==> src/hw/idct_pkg.sv <==
package idct_pkg;

    localparam int BLOCK_DIM   = 8;
    localparam int BLOCK_WORDS = BLOCK_DIM * BLOCK_DIM;

    // fixed-point scaling after each pass
    localparam int T_SHIFT = 8;
    localparam int S_SHIFT = 16;

    typedef logic [17:0]        sram_addr_t;
    typedef logic signed [15:0] coeff_t;
    typedef logic [5:0]         ram_addr_t;  // row * 8 + column
    typedef logic signed [31:0] acc_t;
    typedef logic signed [11:0] cos_t;

    typedef struct packed {
        logic [7:0] left;   // even column
        logic [7:0] right;  // odd column
    } pixel_pair_t;

    // one SRAM word, a coefficient on the way in and a pixel pair on the way out
    typedef union packed {
        coeff_t      coeff;
        pixel_pair_t pixels;
    } sram_word_u;

    typedef struct packed {
        sram_addr_t address;
        sram_word_u write_data;
        logic       we_n;       // low means write
    } sram_req_t;

    // 2048 * c(k) * cos((2n+1)k*pi/16), entry [k][n] at k*8+n
    localparam cos_t COS_TABLE [0:BLOCK_WORDS-1] = '{
         724,   724,   724,   724,   724,   724,   724,   724,
        1004,   851,   569,   200,  -200,  -569,  -851, -1004,
         946,   392,  -392,  -946,  -946,  -392,   392,   946,
         851,  -200, -1004,  -569,   569,  1004,   200,  -851,
         724,  -724,  -724,   724,   724,  -724,  -724,   724,
         569, -1004,   200,   851,  -851,  -200,  1004,  -569,
         392,  -946,   946,  -392,  -392,   946,  -946,   392,
         200,  -569,   851, -1004,  1004,  -851,   569,  -200
    };

endpackage

==> src/hw/block_fetch.sv <==
`timescale 1ns/1ps

module block_fetch #(
    parameter int ROW_STRIDE   = 320,
    parameter int READ_LATENCY = 2
) (
    input  logic                  CLOCK,
    input  logic                  Resetn,
    input  logic                  start,
    input  idct_pkg::sram_addr_t  coeff_base,
    input  idct_pkg::sram_word_u  sram_read_data,
    output idct_pkg::sram_req_t   fetch_req,
    output logic                  wr_en,
    output idct_pkg::ram_addr_t   wr_addr,
    output idct_pkg::coeff_t      wr_data,
    output logic                  block_loaded
);

    // cycles from an accepted start to the done pulse of the writer
    // reads plus read latency plus two passes of 10 cycles per output plus 3 of handoff
    localparam int HOLD_CYCLES = idct_pkg::BLOCK_WORDS + READ_LATENCY
                               + 2 * idct_pkg::BLOCK_WORDS * (idct_pkg::BLOCK_DIM + 2) + 3;
    localparam int HOLD_W = $clog2(HOLD_CYCLES + 1);
    localparam idct_pkg::ram_addr_t LAST_IDX = idct_pkg::ram_addr_t'(idct_pkg::BLOCK_WORDS - 1);

    logic                 reading;                   // read burst in progress
    idct_pkg::ram_addr_t  idx;                       // row in [5:3], column in [2:0]
    logic [HOLD_W-1:0]    hold_cnt;
    logic                 busy;
    logic                 pipe_valid [1:READ_LATENCY];
    idct_pkg::ram_addr_t  pipe_idx   [1:READ_LATENCY];

    assign busy = (hold_cnt != '0);

    always_comb begin
        fetch_req.address    = coeff_base
                             + idct_pkg::sram_addr_t'(idx[5:3] * ROW_STRIDE)
                             + idct_pkg::sram_addr_t'(idx[2:0]);
        fetch_req.write_data = '0;
        fetch_req.we_n       = 1'b1;   // fetch only ever reads
    end

    // datum for the oldest stage is on the bus now
    assign wr_en   = pipe_valid[READ_LATENCY];
    assign wr_addr = pipe_idx[READ_LATENCY];
    assign wr_data = sram_read_data.coeff;

    always_ff @(posedge CLOCK or negedge Resetn) begin
        if (!Resetn) begin
            reading      <= 1'b0;
            idx          <= '0;
            hold_cnt     <= '0;
            block_loaded <= 1'b0;
            for (int i = 1; i <= READ_LATENCY; i++) begin
                pipe_valid[i] <= 1'b0;
            end
        end else begin
            block_loaded  <= wr_en && (wr_addr == LAST_IDX);
            pipe_valid[1] <= reading;
            for (int i = 2; i <= READ_LATENCY; i++) begin
                pipe_valid[i] <= pipe_valid[i-1];
            end

            if (reading) begin
                idx <= idx + 1'b1;   // wraps back to 0 after the last column
                if (idx == LAST_IDX)
                    reading <= 1'b0;
            end

            if (start && !busy) begin
                reading  <= 1'b1;
                idx      <= '0;
                hold_cnt <= HOLD_W'(HOLD_CYCLES);
            end else if (busy) begin
                hold_cnt <= hold_cnt - 1'b1;
            end
        end
    end

    // buffer index follows its read through the SRAM latency
    always_ff @(posedge CLOCK) begin
        pipe_idx[1] <= idx;
        for (int i = 2; i <= READ_LATENCY; i++) begin
            pipe_idx[i] <= pipe_idx[i-1];
        end
    end

    // a fresh burst at index 0 right after a busy start means the block restarted
    a_start_ignored_when_busy: assert property (
        @(posedge CLOCK) disable iff (!Resetn)
        start && busy |=> !(reading && idx == '0)
    ) else $error("block_fetch: start restarted a block in progress");

endmodule

==> src/hw/block_ram.sv <==
`timescale 1ns/1ps

module block_ram #(
    parameter int WIDTH = 16
) (
    input  logic                 CLOCK,
    input  logic                 wr_en,
    input  idct_pkg::ram_addr_t  wr_addr,
    input  logic [WIDTH-1:0]     wr_data,
    input  idct_pkg::ram_addr_t  rd_addr,
    output logic [WIDTH-1:0]     rd_data
);

    logic [WIDTH-1:0] mem [idct_pkg::BLOCK_WORDS];

    always_ff @(posedge CLOCK) begin
        if (wr_en)
            mem[wr_addr] <= wr_data;
        rd_data <= mem[rd_addr];   // one cycle read latency
    end

endmodule

==> src/hw/idct_core.sv <==
`timescale 1ns/1ps

module idct_core (
    input  logic                 CLOCK,
    input  logic                 Resetn,
    input  logic                 block_loaded,
    output idct_pkg::ram_addr_t  coeff_rd_addr,
    input  idct_pkg::coeff_t     coeff_rd_data,
    output logic                 t_wr_en,
    output idct_pkg::ram_addr_t  t_wr_addr,
    output idct_pkg::acc_t       t_wr_data,
    output idct_pkg::ram_addr_t  t_rd_addr,
    input  idct_pkg::acc_t       t_rd_data,
    output logic                 pixel_valid,
    output idct_pkg::acc_t       pixel_value,
    output logic                 block_done
);

    localparam logic [1:0] S_IDLE  = 2'd0;
    localparam logic [1:0] S_FILL  = 2'd1;   // first buffer read in flight
    localparam logic [1:0] S_MAC   = 2'd2;
    localparam logic [1:0] S_STORE = 2'd3;   // result strobe visible

    logic [1:0]      state;
    logic            pass;   // 0 builds T from S', 1 streams S out
    logic [2:0]      row;
    logic [2:0]      col;
    logic [2:0]      k;
    logic [2:0]      rd_k;
    logic [5:0]      cos_idx;
    idct_pkg::acc_t  operand;
    idct_pkg::acc_t  product;
    idct_pkg::acc_t  mac_sum;
    idct_pkg::acc_t  acc;

    // the read for k+1 goes out while k is accumulated
    assign rd_k          = (state == S_MAC) ? k + 3'd1 : 3'd0;
    assign coeff_rd_addr = {row, rd_k};   // S'[r][k]
    assign t_rd_addr     = {rd_k, col};   // T[k][c]

    // pass 1 uses C[k][c], pass 2 uses C[k][r] as the transpose
    assign cos_idx = pass ? {k, row} : {k, col};
    assign operand = pass ? t_rd_data : idct_pkg::acc_t'(coeff_rd_data);
    assign product = operand * idct_pkg::acc_t'(idct_pkg::COS_TABLE[cos_idx]);
    assign mac_sum = (k == 3'd0) ? product : acc + product;

    always_ff @(posedge CLOCK or negedge Resetn) begin
        if (!Resetn) begin
            state       <= S_IDLE;
            pass        <= 1'b0;
            row         <= '0;
            col         <= '0;
            k           <= '0;
            t_wr_en     <= 1'b0;
            pixel_valid <= 1'b0;
            block_done  <= 1'b0;
        end else begin
            t_wr_en     <= 1'b0;
            pixel_valid <= 1'b0;
            block_done  <= 1'b0;
            case (state)
                S_IDLE: begin
                    if (block_loaded) begin
                        pass  <= 1'b0;
                        row   <= '0;
                        col   <= '0;
                        state <= S_FILL;
                    end
                end
                S_FILL: begin
                    k     <= '0;
                    state <= S_MAC;
                end
                S_MAC: begin
                    k <= k + 3'd1;
                    if (k == 3'd7) begin
                        t_wr_en     <= !pass;
                        pixel_valid <= pass;
                        state       <= S_STORE;
                    end
                end
                S_STORE: begin
                    col   <= col + 3'd1;
                    state <= S_FILL;
                    if (col == 3'd7) begin
                        row <= row + 3'd1;
                        if (row == 3'd7) begin
                            if (pass) begin   // 64th pixel just went out
                                pass       <= 1'b0;
                                block_done <= 1'b1;
                                state      <= S_IDLE;
                            end else begin
                                pass <= 1'b1;
                            end
                        end
                    end
                end
                default: state <= S_IDLE;
            endcase
        end
    end

    always_ff @(posedge CLOCK) begin
        if (state == S_MAC) begin
            acc <= mac_sum;
            if (k == 3'd7) begin
                t_wr_addr   <= {row, col};
                t_wr_data   <= mac_sum >>> idct_pkg::T_SHIFT;
                pixel_value <= mac_sum >>> idct_pkg::S_SHIFT;
            end
        end
    end

    // the fetch must hold off a new block until both passes have finished
    a_no_load_while_running: assert property (
        @(posedge CLOCK) disable iff (!Resetn)
        block_loaded |-> state == S_IDLE
    ) else $error("idct_core: new block loaded while a pass was running");

endmodule

==> src/hw/idct_top.sv <==
`timescale 1ns/1ps

module idct_top #(
    parameter int ROW_STRIDE   = 320,
    parameter int READ_LATENCY = 2
) (
    input  logic                   CLOCK,
    input  logic                   Resetn,
    input  logic                   start,
    input  idct_pkg::sram_addr_t   coeff_base,
    input  idct_pkg::sram_addr_t   pixel_base,
    input  idct_pkg::sram_word_u   sram_read_data,
    output idct_pkg::sram_req_t    sram_req,
    output logic                   done
);

    idct_pkg::sram_req_t fetch_req;

    // fetch side of the coefficient buffer
    logic                 fetch_wr_en;
    idct_pkg::ram_addr_t  fetch_wr_addr;
    idct_pkg::coeff_t     fetch_wr_data;
    logic                 block_loaded;

    idct_pkg::ram_addr_t  coeff_rd_addr;
    idct_pkg::coeff_t     coeff_rd_data;

    // intermediate T matrix
    logic                 t_wr_en;
    idct_pkg::ram_addr_t  t_wr_addr;
    idct_pkg::acc_t       t_wr_data;
    idct_pkg::ram_addr_t  t_rd_addr;
    idct_pkg::acc_t       t_rd_data;

    logic                 pixel_valid;
    idct_pkg::acc_t       pixel_value;
    logic                 block_done;

    block_fetch #(
        .ROW_STRIDE   (ROW_STRIDE),
        .READ_LATENCY (READ_LATENCY)
    ) block_fetch_inst (
        .CLOCK          (CLOCK),
        .Resetn         (Resetn),
        .start          (start),
        .coeff_base     (coeff_base),
        .sram_read_data (sram_read_data),
        .fetch_req      (fetch_req),
        .wr_en          (fetch_wr_en),
        .wr_addr        (fetch_wr_addr),
        .wr_data        (fetch_wr_data),
        .block_loaded   (block_loaded)
    );

    block_ram #(.WIDTH(16)) coeff_ram (
        .CLOCK   (CLOCK),
        .wr_en   (fetch_wr_en),
        .wr_addr (fetch_wr_addr),
        .wr_data (fetch_wr_data),
        .rd_addr (coeff_rd_addr),
        .rd_data (coeff_rd_data)
    );

    block_ram #(.WIDTH(32)) t_ram (
        .CLOCK   (CLOCK),
        .wr_en   (t_wr_en),
        .wr_addr (t_wr_addr),
        .wr_data (t_wr_data),
        .rd_addr (t_rd_addr),
        .rd_data (t_rd_data)
    );

    idct_core idct_core_inst (
        .CLOCK         (CLOCK),
        .Resetn        (Resetn),
        .block_loaded  (block_loaded),
        .coeff_rd_addr (coeff_rd_addr),
        .coeff_rd_data (coeff_rd_data),
        .t_wr_en       (t_wr_en),
        .t_wr_addr     (t_wr_addr),
        .t_wr_data     (t_wr_data),
        .t_rd_addr     (t_rd_addr),
        .t_rd_data     (t_rd_data),
        .pixel_valid   (pixel_valid),
        .pixel_value   (pixel_value),
        .block_done    (block_done)
    );

    pixel_writer #(.ROW_STRIDE(ROW_STRIDE)) pixel_writer_inst (
        .CLOCK       (CLOCK),
        .Resetn      (Resetn),
        .pixel_base  (pixel_base),
        .fetch_req   (fetch_req),
        .pixel_valid (pixel_valid),
        .pixel_value (pixel_value),
        .block_done  (block_done),
        .sram_req    (sram_req),
        .done        (done)
    );

endmodule

==> src/hw/pixel_writer.sv <==
`timescale 1ns/1ps

module pixel_writer #(
    parameter int ROW_STRIDE = 320
) (
    input  logic                  CLOCK,
    input  logic                  Resetn,
    input  idct_pkg::sram_addr_t  pixel_base,
    input  idct_pkg::sram_req_t   fetch_req,
    input  logic                  pixel_valid,
    input  idct_pkg::acc_t        pixel_value,
    input  logic                  block_done,
    output idct_pkg::sram_req_t   sram_req,
    output logic                  done
);

    idct_pkg::ram_addr_t     pix_idx;      // row-major pixel count
    logic [7:0]              clipped;
    logic [7:0]              left_pixel;   // even column waits for its partner
    logic                    wr_we_n;
    idct_pkg::sram_addr_t    wr_address;
    idct_pkg::pixel_pair_t   wr_pair;

    function automatic logic [7:0] clip_pixel(input idct_pkg::acc_t value);
        if (value < 0)
            return 8'd0;
        else if (value > 255)
            return 8'd255;
        return value[7:0];
    endfunction

    assign clipped = clip_pixel(pixel_value);

    always_ff @(posedge CLOCK or negedge Resetn) begin
        if (!Resetn) begin
            pix_idx <= '0;
            wr_we_n <= 1'b1;
            done    <= 1'b0;
        end else begin
            done    <= block_done;
            wr_we_n <= !(pixel_valid && pix_idx[0]);   // write on every odd pixel
            if (pixel_valid)
                pix_idx <= pix_idx + 1'b1;
        end
    end

    always_ff @(posedge CLOCK) begin
        if (pixel_valid) begin
            if (!pix_idx[0]) begin
                left_pixel <= clipped;
            end else begin
                wr_pair.left  <= left_pixel;
                wr_pair.right <= clipped;
                wr_address    <= pixel_base
                               + idct_pkg::sram_addr_t'(pix_idx[5:3] * ROW_STRIDE)
                               + idct_pkg::sram_addr_t'(pix_idx[2:1]);   // column / 2
            end
        end
    end

    // writer takes the port for one cycle, otherwise the fetch drives it
    always_comb begin
        sram_req = fetch_req;
        if (!wr_we_n) begin
            sram_req.address           = wr_address;
            sram_req.write_data.pixels = wr_pair;
            sram_req.we_n              = 1'b0;
        end
    end

    // a stepping fetch address means a read burst is in flight
    a_no_write_during_fetch: assert property (
        @(posedge CLOCK) disable iff (!Resetn)
        !wr_we_n |-> $stable(fetch_req.address)
    ) else $error("pixel_writer: write collided with a fetch read burst");

endmodule

==> config.mk <==
export PLATFORM = sky130hd
export DESIGN_NAME = idct_top
export DESIGN_NICKNAME = d
export VERILOG_FILES = /design/src/hw/idct_pkg.sv /design/src/hw/block_fetch.sv /design/src/hw/block_ram.sv /design/src/hw/idct_core.sv /design/src/hw/idct_top.sv /design/src/hw/pixel_writer.sv
export SDC_FILE = /design/constraint.sdc
export NUM_CORES = 2
export LEC_CHECK = 0
export BUFFER_PORTS_ARGS = -buffer_cell sky130_fd_sc_hd__buf_2
export CAP_MARGIN = 30
export CORE_MARGIN = 4
export CORE_UTILIZATION = 35
export DETAILED_ROUTE_END_ITERATION = 7
export SLEW_MARGIN = 15
export SYNTH_ARGS = -nofsm -noshare
export SYNTH_HDL_FRONTEND = slang
export SYNTH_HIERARCHICAL = 1
export SYNTH_SLANG_ARGS = --single-unit
==> constraint.sdc <==
create_clock -name CLOCK -period 8.85 [get_ports CLOCK]
set_input_delay 0.885 -clock CLOCK [delete_from_list [all_inputs] [get_ports CLOCK]]
set_output_delay 0.885 -clock CLOCK [all_outputs]
set_load 0.005 [all_outputs]
### Word level (Yosys, flattened, before mapping)

Memories as Yosys holds them, arrays and structs flattened. A register that Yosys moved wholly into a read port is not among the register bits.
Index checks and enable logic that the tools add are counted.

| word-level totals | value |
|---|---|
| bits in registers | 164 |
| RAM bits | 3084 |
| bits in read-only memories | 768 |
| input port bits | 55 |
| output and inout bits | 36 |
| word-level logic and storage cells | 127 |
| memories kept | 4 |

| cells by class | value |
|---|---|
| add/sub/neg operators | 11 |
| multipliers | 3 |
| $lt $le $gt $ge | 3 |
| equal/unequal tests | 12 |
| muxes and demuxes | 47 |
| bitwise gates (word level) | 2 |
| reductions and logical operators | 20 |

Memories:

| memory | words | bits a word | rd ports | clocked after memory_dff | write ports | RTL line | RTL |
|---|---|---|---|---|---|---|---|
| t_ram.mem | 64 | 32 | 1 | 1 | 1 | block_ram.sv:14 | `logic [WIDTH-1:0] mem [idct_pkg::BLOCK_WORDS];` |
| coeff_ram.mem | 64 | 16 | 1 | 1 | 1 | block_ram.sv:14 |  |
| (name not given) | 64 | 12 | 1 | 0 | 0 | idct_core.sv:44 | `assign product = operand * idct_pkg::acc_t'(idct_pkg::COS_TABLE[cos_idx]);` |
| block_fetch_inst.pipe_idx | 2 | 6 | 2 | 0 | 2 | block_fetch.sv:31 | `idct_pkg::ram_addr_t pipe_idx [1:READ_LATENCY];` |

Operators by type and width:

| operator | number |
|---|---|
| 32-bit 2-to-1 mux | 2 |
| 18-bit by 12-bit adder with 18-bit output | 2 |
| 35-bit 2-to-1 mux | 1 |
| 32-bit adder | 1 |
| 32-bit by 12-bit multiplier with 32-bit output | 1 |
| 12-bit 2-to-1 mux | 2 |
| 8-bit 2-to-1 mux | 3 |
| 1-bit 2-to-1 mux | 22 |
| 11-bit 2-to-1 mux | 2 |
| 18-bit by 2-bit adder with 18-bit output | 1 |
| 18-bit by 3-bit adder with 18-bit output | 1 |
| 3-bit case mux with 2 select lines | 3 |
| 16-bit by 9-bit greater-than comparator with 1-bit output (second input constant) | 1 |
| 16-bit by 1-bit < comparator with 1-bit output (second input constant) | 1 |
| 6-bit by 1-bit adder with 6-bit output (second input constant) | 2 |
| 6-bit == test (second input constant) | 2 |
| 3-bit by 3-bit multiplier with 6-bit output (second input constant) | 2 |
| 3-bit 2-to-1 mux | 4 |
| 6-bit 2-to-1 mux | 2 |
| 11-bit nonzero test | 1 |
| 11-bit by 1-bit subtractor with 11-bit output (second input constant) | 1 |
| 2-bit AND reduction | 5 |
| 3-bit by 1-bit adder with 3-bit output (second input constant) | 3 |
| 3-bit == test (second input constant) | 3 |
| other kinds (17) | 30 |

### Longest topological paths before layout

| logic depth | value |
|---|---|
| depth after elaboration | 8 |
| mapped depth | 42 |
| depth with buffers taken out | 39 |

### By module

The synthesis kept the hierarchy.

Modules (own cells, without submodules):

| module | instances | cells each | area each (sq um) | seq. area each (sq um) |
|---|---|---|---|---|
| block_ram (t_ram) | 1 | 3324 | 78515.3 | 62139.6 |
| block_ram (coeff_ram) | 1 | 1829 | 40042.2 | 31069.8 |
| idct_core | 1 | 1760 | 15613.7 | 2237.1 |
| pixel_writer | 1 | 211 | 2746.4 | 1462.7 |
| block_fetch | 1 | 215 | 2011.9 | 765.7 |

### Worst setup path before layout

No wires, ideal clock.

| path | value |
|---|---|
| kind | reg2reg |
| start | register idct_core_inst.pass |
| end | register idct_core_inst.acc[31], data pin |
| setup time | 271 ps |
| arrival | 8897 ps |
| data required time | 8579 ps |
| slack | -318 ps |
| cell stages (with the launch flop) | 39 |
| buffers on the path | 3 |
| clock period less this slack | 9168 ps |
| path through | dfrtp_1 buf_6 mux2i_2 inv_1 ha_1 nand2_2 a21oi_1 or4_4 o21ai_2 clkbuf_1 clkbuf_1 nand2_1 fa_1 inv_1 ha_1 fa_1 inv_1 fa_1 [3 not listed] a21o_1 a2111oi_0 o32ai_1 or2_1 a221o_1 a21o_1 a211oi_1 a21oi_1 ha_1 a21o_1 a21oi_1 nor3b_1 a211oi_1 nor2_1 a21oi_1 xor2_1 nand2_1 xnor3_1 |

| on the way | value |
|---|---|
| cells in the longest elaborated chain, start to end | 8 |
| elaborated cells on any way between the ends | 9 |
| classes of those cells | add/sub: 1; mul: 1; mux: 5; bitwise: 1; memory: 1 |

Ends and longest elaborated chain:

| item | RTL line | RTL |
|---|---|---|
| start, declared | idct_core.sv:25 | `logic pass;` |
| start signal, assigned | idct_core.sv:50 | `pass <= 1'b0;` |
| start signal, assigned | idct_core.sv:64 | `pass <= 1'b0;` |
| start signal, assigned | idct_core.sv:89 | `pass <= 1'b0;` |
| 3-bit 2-to-1 mux | idct_core.sv:42 | `assign cos_idx = pass ? {k, row} : {k, col};` |
| 6-bit inverter with 7-bit output (implied by the code) | idct_core.sv:44 |  |
| memory 64 x 12 bit | - |  |
| 12-bit 2-to-1 mux (implied by the code) (2 in a row) | idct_core.sv:44 |  |
| 32-bit by 12-bit multiplier with 32-bit output * | idct_core.sv:44 |  |
| 32-bit adder | idct_core.sv:45 | `assign mac_sum = (k == 3'd0) ? product : acc + product;` |
| 32-bit 2-to-1 mux * | idct_core.sv:45 |  |
| via idct_core_inst.mac_sum[31] | idct_core.sv:33 | `idct_pkg::acc_t mac_sum;` |
| end signal, assigned | idct_core.sv:105 | `acc <= mac_sum;` |
| end, declared | idct_core.sv:34 | `idct_pkg::acc_t acc;` |

The timed path passes the listed nets; every way through them passes the cells marked *. The select of a mux whose other input is x is not followed.
A chain may end at the register's enable or synchronous reset.

### Worst setup path in the final report

Same ends and word-level chain as after synthesis.

==> flow_summary.rst <==
.. list-table::
   :header-rows: 1

   * - Metric
     - Value
   * - Shortest period the worst path allows
     - 8730 ps
   * - Relative slew margins
     - 16.3%
   * - Worst R2R Setup Slack
     - 120 ps
   * - Largest cells by area after synthesis
     - sky130_fd_sc_hd__edfxtp_1 69%, sky130_fd_sc_hd__mux4_2 12%, sky130_fd_sc_hd__fa_1 3.5%
   * - Number of vias in the routed layout
     - 71.2k
   * - IO Count
     - 91
   * - Total overflow reported by the global router
     - 0
   * - Sw Ratio
     - 20.8%
   * - Total power divided by cell area
     - 199 nW/um^2
   * - Share of power burned in registers
     - 53.9%
   * - Worst vdd rail ir drop
     - 0.000148 V
   * - Initial detailed-routing violation count
     - 7223
   * - Startpoint kind of the worst setup timing path
     - flip-flop
   * - Count of H-tree levels built during CTS
     - 5
   * - Leakage power of the design
     - 52.2 nW
   * - # clock sinks
     - 3280
   * - CP required
     - 9520 ps
   * - Worst stage delay on the critical path
     - 560 ps
   * - Post-Place Worst Slack
     - -375 ps
   * - Outcome
     - finished, final reports clean
   * - Endpoint type of the worst setup path
     - flip-flop
   * - Count of hold buffers inserted by post-cts repair
     - 0
   * - Starting Density
     - 35.1%
   * - Overall track demand over capacity in global routing
     - 16.8%
   * - Initial antenna violation count
     - 12
   * - Setup-failing EPs final
     - 0
   * - Crit path max fanout
     - 6
   * - Number of pins exceeding their max-slew limit in the final report
     - 0
   * - First-pass GRT wire length
     - 509000 um
   * - Power dissipated by switching net loads
     - 6.59 mW
   * - Design internal power
     - 25.1 mW
   * - Total half-perimeter wirelength after legalization and detailed placement
     - 205000 um
   * - Total standard cell area after synthesis
     - 139000 sq um
   * - Finished layout cell area
     - 159000 sq um
   * - Total negative slack
     - 0 ps
   * - Initial DRT Pass Iterations
     - 6
   * - Setup Skew
     - 124 ps
   * - Combinational Power Share
     - 3.5%
   * - WP data arrival
     - 9390 ps
   * - Kind of critical path
     - flip-flop to flip-flop
   * - Proportion of layout cells with a drive suffix above 1
     - 26.2%
   * - Most area-hungry cell type in the Yosys netlist
     - sky130_fd_sc_hd__edfxtp_1
   * - RSZ-0062 raised after global routing
     - true
   * - CTS tree
     - built
   * - CTS Root Cell
     - sky130_fd_sc_hd__clkbuf_16
   * - Overall die height
     - 638 um
   * - Ys flop type
     - sky130_fd_sc_hd__edfxtp_1
   * - Area fraction of the dominant cell type after synthesis
     - 68.6%
   * - Transition time of the tightest slew-check pin
     - 1260 ps
   * - DRC violation count after routing
     - 0
   * - Maximum clock frequency
     - 0.115 GHz
   * - Number of distinct standard cells referenced by the synthesized netlist
     - 111
   * - Mean instance size in the synthesized netlist
     - 18.9 sq um
   * - Vias in the first global route
     - 72.9k
   * - CTS buffer count
     - 330
   * - Reg-to-Reg Start
     - idct_core_inst/pass$_DFFE_PN0P_
   * - Final-stage net count
     - 8287
   * - Syn Inst Count
     - 7339
   * - Flip-flop and latch count after synthesis
     - 3280
   * - Gp weighted congestion
     - 0.849
   * - Worst hold margin
     - 52.8 ps
   * - Standard-cell rows
     - 231
   * - Post-route setup slack
     - 123 ps
   * - Cell mode on critical path
     - sky130_fd_sc_hd__fa_1
   * - Floorplan core area
     - 396000 sq um
   * - Share of power burned in the clock network
     - 42.6%
   * - Number of synthesized flops with an enable pin
     - 3176
   * - Average wire length per cell after detail routing
     - 26.2 um
   * - Antenna violation net count after detailed routing
     - 0
   * - Path class of the lowest-slack min-delay path
     - input pin to asynchronous set/reset pin
   * - Pwr Total
     - 31.7 mW
   * - Final Non-Filler Cells
     - 13.4k
   * - Sequential-to-total area share from yosys stat
     - 70.3%
   * - Cell count after placement
     - 12.7k
   * - Clock-pin transition on the worst setup and hold timing paths
     - 70 ps
   * - Total cell area at the placement stage
     - 148000 sq um
   * - Max Root-Sink Buffers
     - 4
   * - Worst reg2reg endpoint
     - idct_core_inst/acc[31]$_DFFE_PP_
   * - Max cap viols
     - 0
   * - Worst-case reg-to-reg path depth
     - 37
   * - Tcrit/Tclk final
     - 98.6%
   * - Post-detailed-routing wire length
     - 350000 um
   * - Proportion of register bits with asynchronous set or reset after synthesis
     - 1.34%
   * - Post-route core utilization
     - 40.3%
   * - Pin count of the biggest net entering global routing
     - 251
   * - Final hold violation count
     - 0
   * - Clock latency of the later-clocked register in the worst-skew pair
     - 970 ps
   * - Width of the die
     - 638 um
   * - DR vias/cell
     - 5.33
   * - I/O Buffers
     - 90
   * - Cell with the biggest individual delay on the critical path
     - sky130_fd_sc_hd__fa_1
   * - Total number of yosys warnings
     - 6
   * - Area grow syn2layout
     - 14.7%
   * - Area enclosed by the die boundary
     - 407000 sq um
## cells in the final DEF, fill, tap and decap left out, types with 51 or more instances in the layout
cell type / n
sky130_fd_sc_hd__edfxtp_1: 3176
sky130_fd_sc_hd__mux4_2: 764
sky130_fd_sc_hd__buf_4: 435
sky130_fd_sc_hd__nand2_1: 406
sky130_fd_sc_hd__clkbuf_16: 336
sky130_fd_sc_hd__inv_1: 312
sky130_fd_sc_hd__nor2_1: 255
sky130_fd_sc_hd__fa_1: 237
sky130_fd_sc_hd__mux2i_1: 205
sky130_fd_sc_hd__a21oi_1: 161
sky130_fd_sc_hd__ha_1: 136
sky130_fd_sc_hd__buf_2: 90
sky130_fd_sc_hd__o22ai_1: 85
sky130_fd_sc_hd__mux2_2: 81
sky130_fd_sc_hd__clkbuf_1: 76
sky130_fd_sc_hd__clkinv_1: 70
sky130_fd_sc_hd__xnor2_1: 68
sky130_fd_sc_hd__nor2_4: 62
sky130_fd_sc_hd__dfxtp_1: 60
sky130_fd_sc_hd__nor2b_1: 54
sky130_fd_sc_hd__a22oi_1: 53
sky130_fd_sc_hd__clkinv_2: 51
## cell families after synthesis
| group | synth area share, % |
|---|---|
| other | 0.00541 |
| XOR/XNOR | 0.802 |
| adder cells (fa/ha/maj) | 4.84 |
| multiplexers | 14.7 |
| flip-flops | 70.3 |
| AND/OR/NAND/NOR | 3.53 |
| AO/OA/AOI/OAI | 3.19 |
| buffers and inverters | 2.66 |
## power groups by stage
stage,Clock (mW),Combinational [mW],Sequential [mW]
floorplan,0,0.650,17.4
global placement,0,0.983,17.4
detailed placement,0,1.03,17.4
CTS,13.8,1.04,17.1
global route,14.5,1.20,17.1
finish,13.5,1.10,17.1
## per-layer routing
layer  vias up  global-route usage [%]  routed length (um)
met3       554                    2.68               25200
met4         4                    5.01               10700
met5         -                       0                  26
li1      30000                       -                   -
met1     38000                    23.4              145000
met2      2561                    27.3              169000
## area by class of cell
cell class / instances / area, sq um
fillers: 34900 / 236000
flip-flops and latches: 3280 / 97700
multi-input cells: 3318 / 38700
clock buffers: 427 / 8850
well taps: 5242 / 6560
repair buffers: 586 / 4740
clock inverters: 171 / 1560
inverters: 324 / 1220
diodes: 9 / 22.5
## worst max-delay path: cells and delay by family, from the launching register on
kind,cells,cell delay (ps)
AOI/OAI and AO/OA,12,2690
xor gates and xnor gates,3,470
adders and majority gates,8,3360
buffers and inverters,7,730
DFF,1,460
muxes,1,360
and+or+nand+nor,6,420
## flip-flops by register name, indices dropped and copies added, names as in the netlist, 6 cells and up
| register | cells |
|---|---|
| block_fetch_inst/hold_cnt | 11 |
| block_fetch_inst/idx | 6 |
| block_fetch_inst/pipe_idx | 12 |
| coeff_ram/mem | 1024 |
| coeff_ram/rd_data | 16 |
| idct_core_inst/acc | 32 |
| idct_core_inst/t_wr_addr | 6 |
| idct_core_inst/t_wr_data | 24 |
| pixel_writer_inst/left_pixel | 8 |
| pixel_writer_inst/pix_idx | 6 |
| pixel_writer_inst/wr_address | 18 |
| pixel_writer_inst/wr_pair | 16 |
| t_ram/mem | 2048 |
| t_ram/rd_data | 32 |
## what timing repair did
item,CTS,global route
setup buffers,13,22
resized for setup,18,107
gates cloned,1,2
setup endpoints to repair,10,21
pin swaps,13,55
## cells in the mapped netlist (30+ instances only)
cell                       number
sky130_fd_sc_hd__a21oi_1      176
sky130_fd_sc_hd__a22oi_1       54
sky130_fd_sc_hd__and2_1        40
sky130_fd_sc_hd__buf_2         99
sky130_fd_sc_hd__buf_4        116
sky130_fd_sc_hd__clkbuf_1     155
sky130_fd_sc_hd__dfrtp_1       43
sky130_fd_sc_hd__dfxtp_1       60
sky130_fd_sc_hd__edfxtp_1    3176
sky130_fd_sc_hd__fa_1         243
sky130_fd_sc_hd__ha_1         149
sky130_fd_sc_hd__inv_1        320
sky130_fd_sc_hd__mux2_2        81
sky130_fd_sc_hd__mux2i_1      206
sky130_fd_sc_hd__mux4_2       764
sky130_fd_sc_hd__nand2_1      412
sky130_fd_sc_hd__nand2b_1      36
sky130_fd_sc_hd__nand3_1       49
sky130_fd_sc_hd__nor2_1       340
sky130_fd_sc_hd__nor2b_1       62
sky130_fd_sc_hd__o21ai_0       51
sky130_fd_sc_hd__o221ai_1      30
sky130_fd_sc_hd__o22ai_1       87
sky130_fd_sc_hd__xnor2_1       73
sky130_fd_sc_hd__xor2_1        44
## how the worst max path moves through the flow
stage                                         start                                      to  slack [ps]
finish              idct_core_inst/pass$_DFFE_PN0P_        idct_core_inst/acc[31]$_DFFE_PP_         120
CTS                 idct_core_inst/pass$_DFFE_PN0P_        idct_core_inst/acc[31]$_DFFE_PP_           7
global placement    idct_core_inst/pass$_DFFE_PN0P_  idct_core_inst/t_wr_data[23]$_DFFE_PP_        -490
detailed placement  idct_core_inst/pass$_DFFE_PN0P_        idct_core_inst/acc[31]$_DFFE_PP_        -380
floorplan           idct_core_inst/pass$_DFFE_PN0P_        idct_core_inst/acc[31]$_DFFE_PP_           1
global route        idct_core_inst/pass$_DFFE_PN0P_        idct_core_inst/acc[31]$_DFFE_PP_        -190
(Power assumes the default switching activity.)
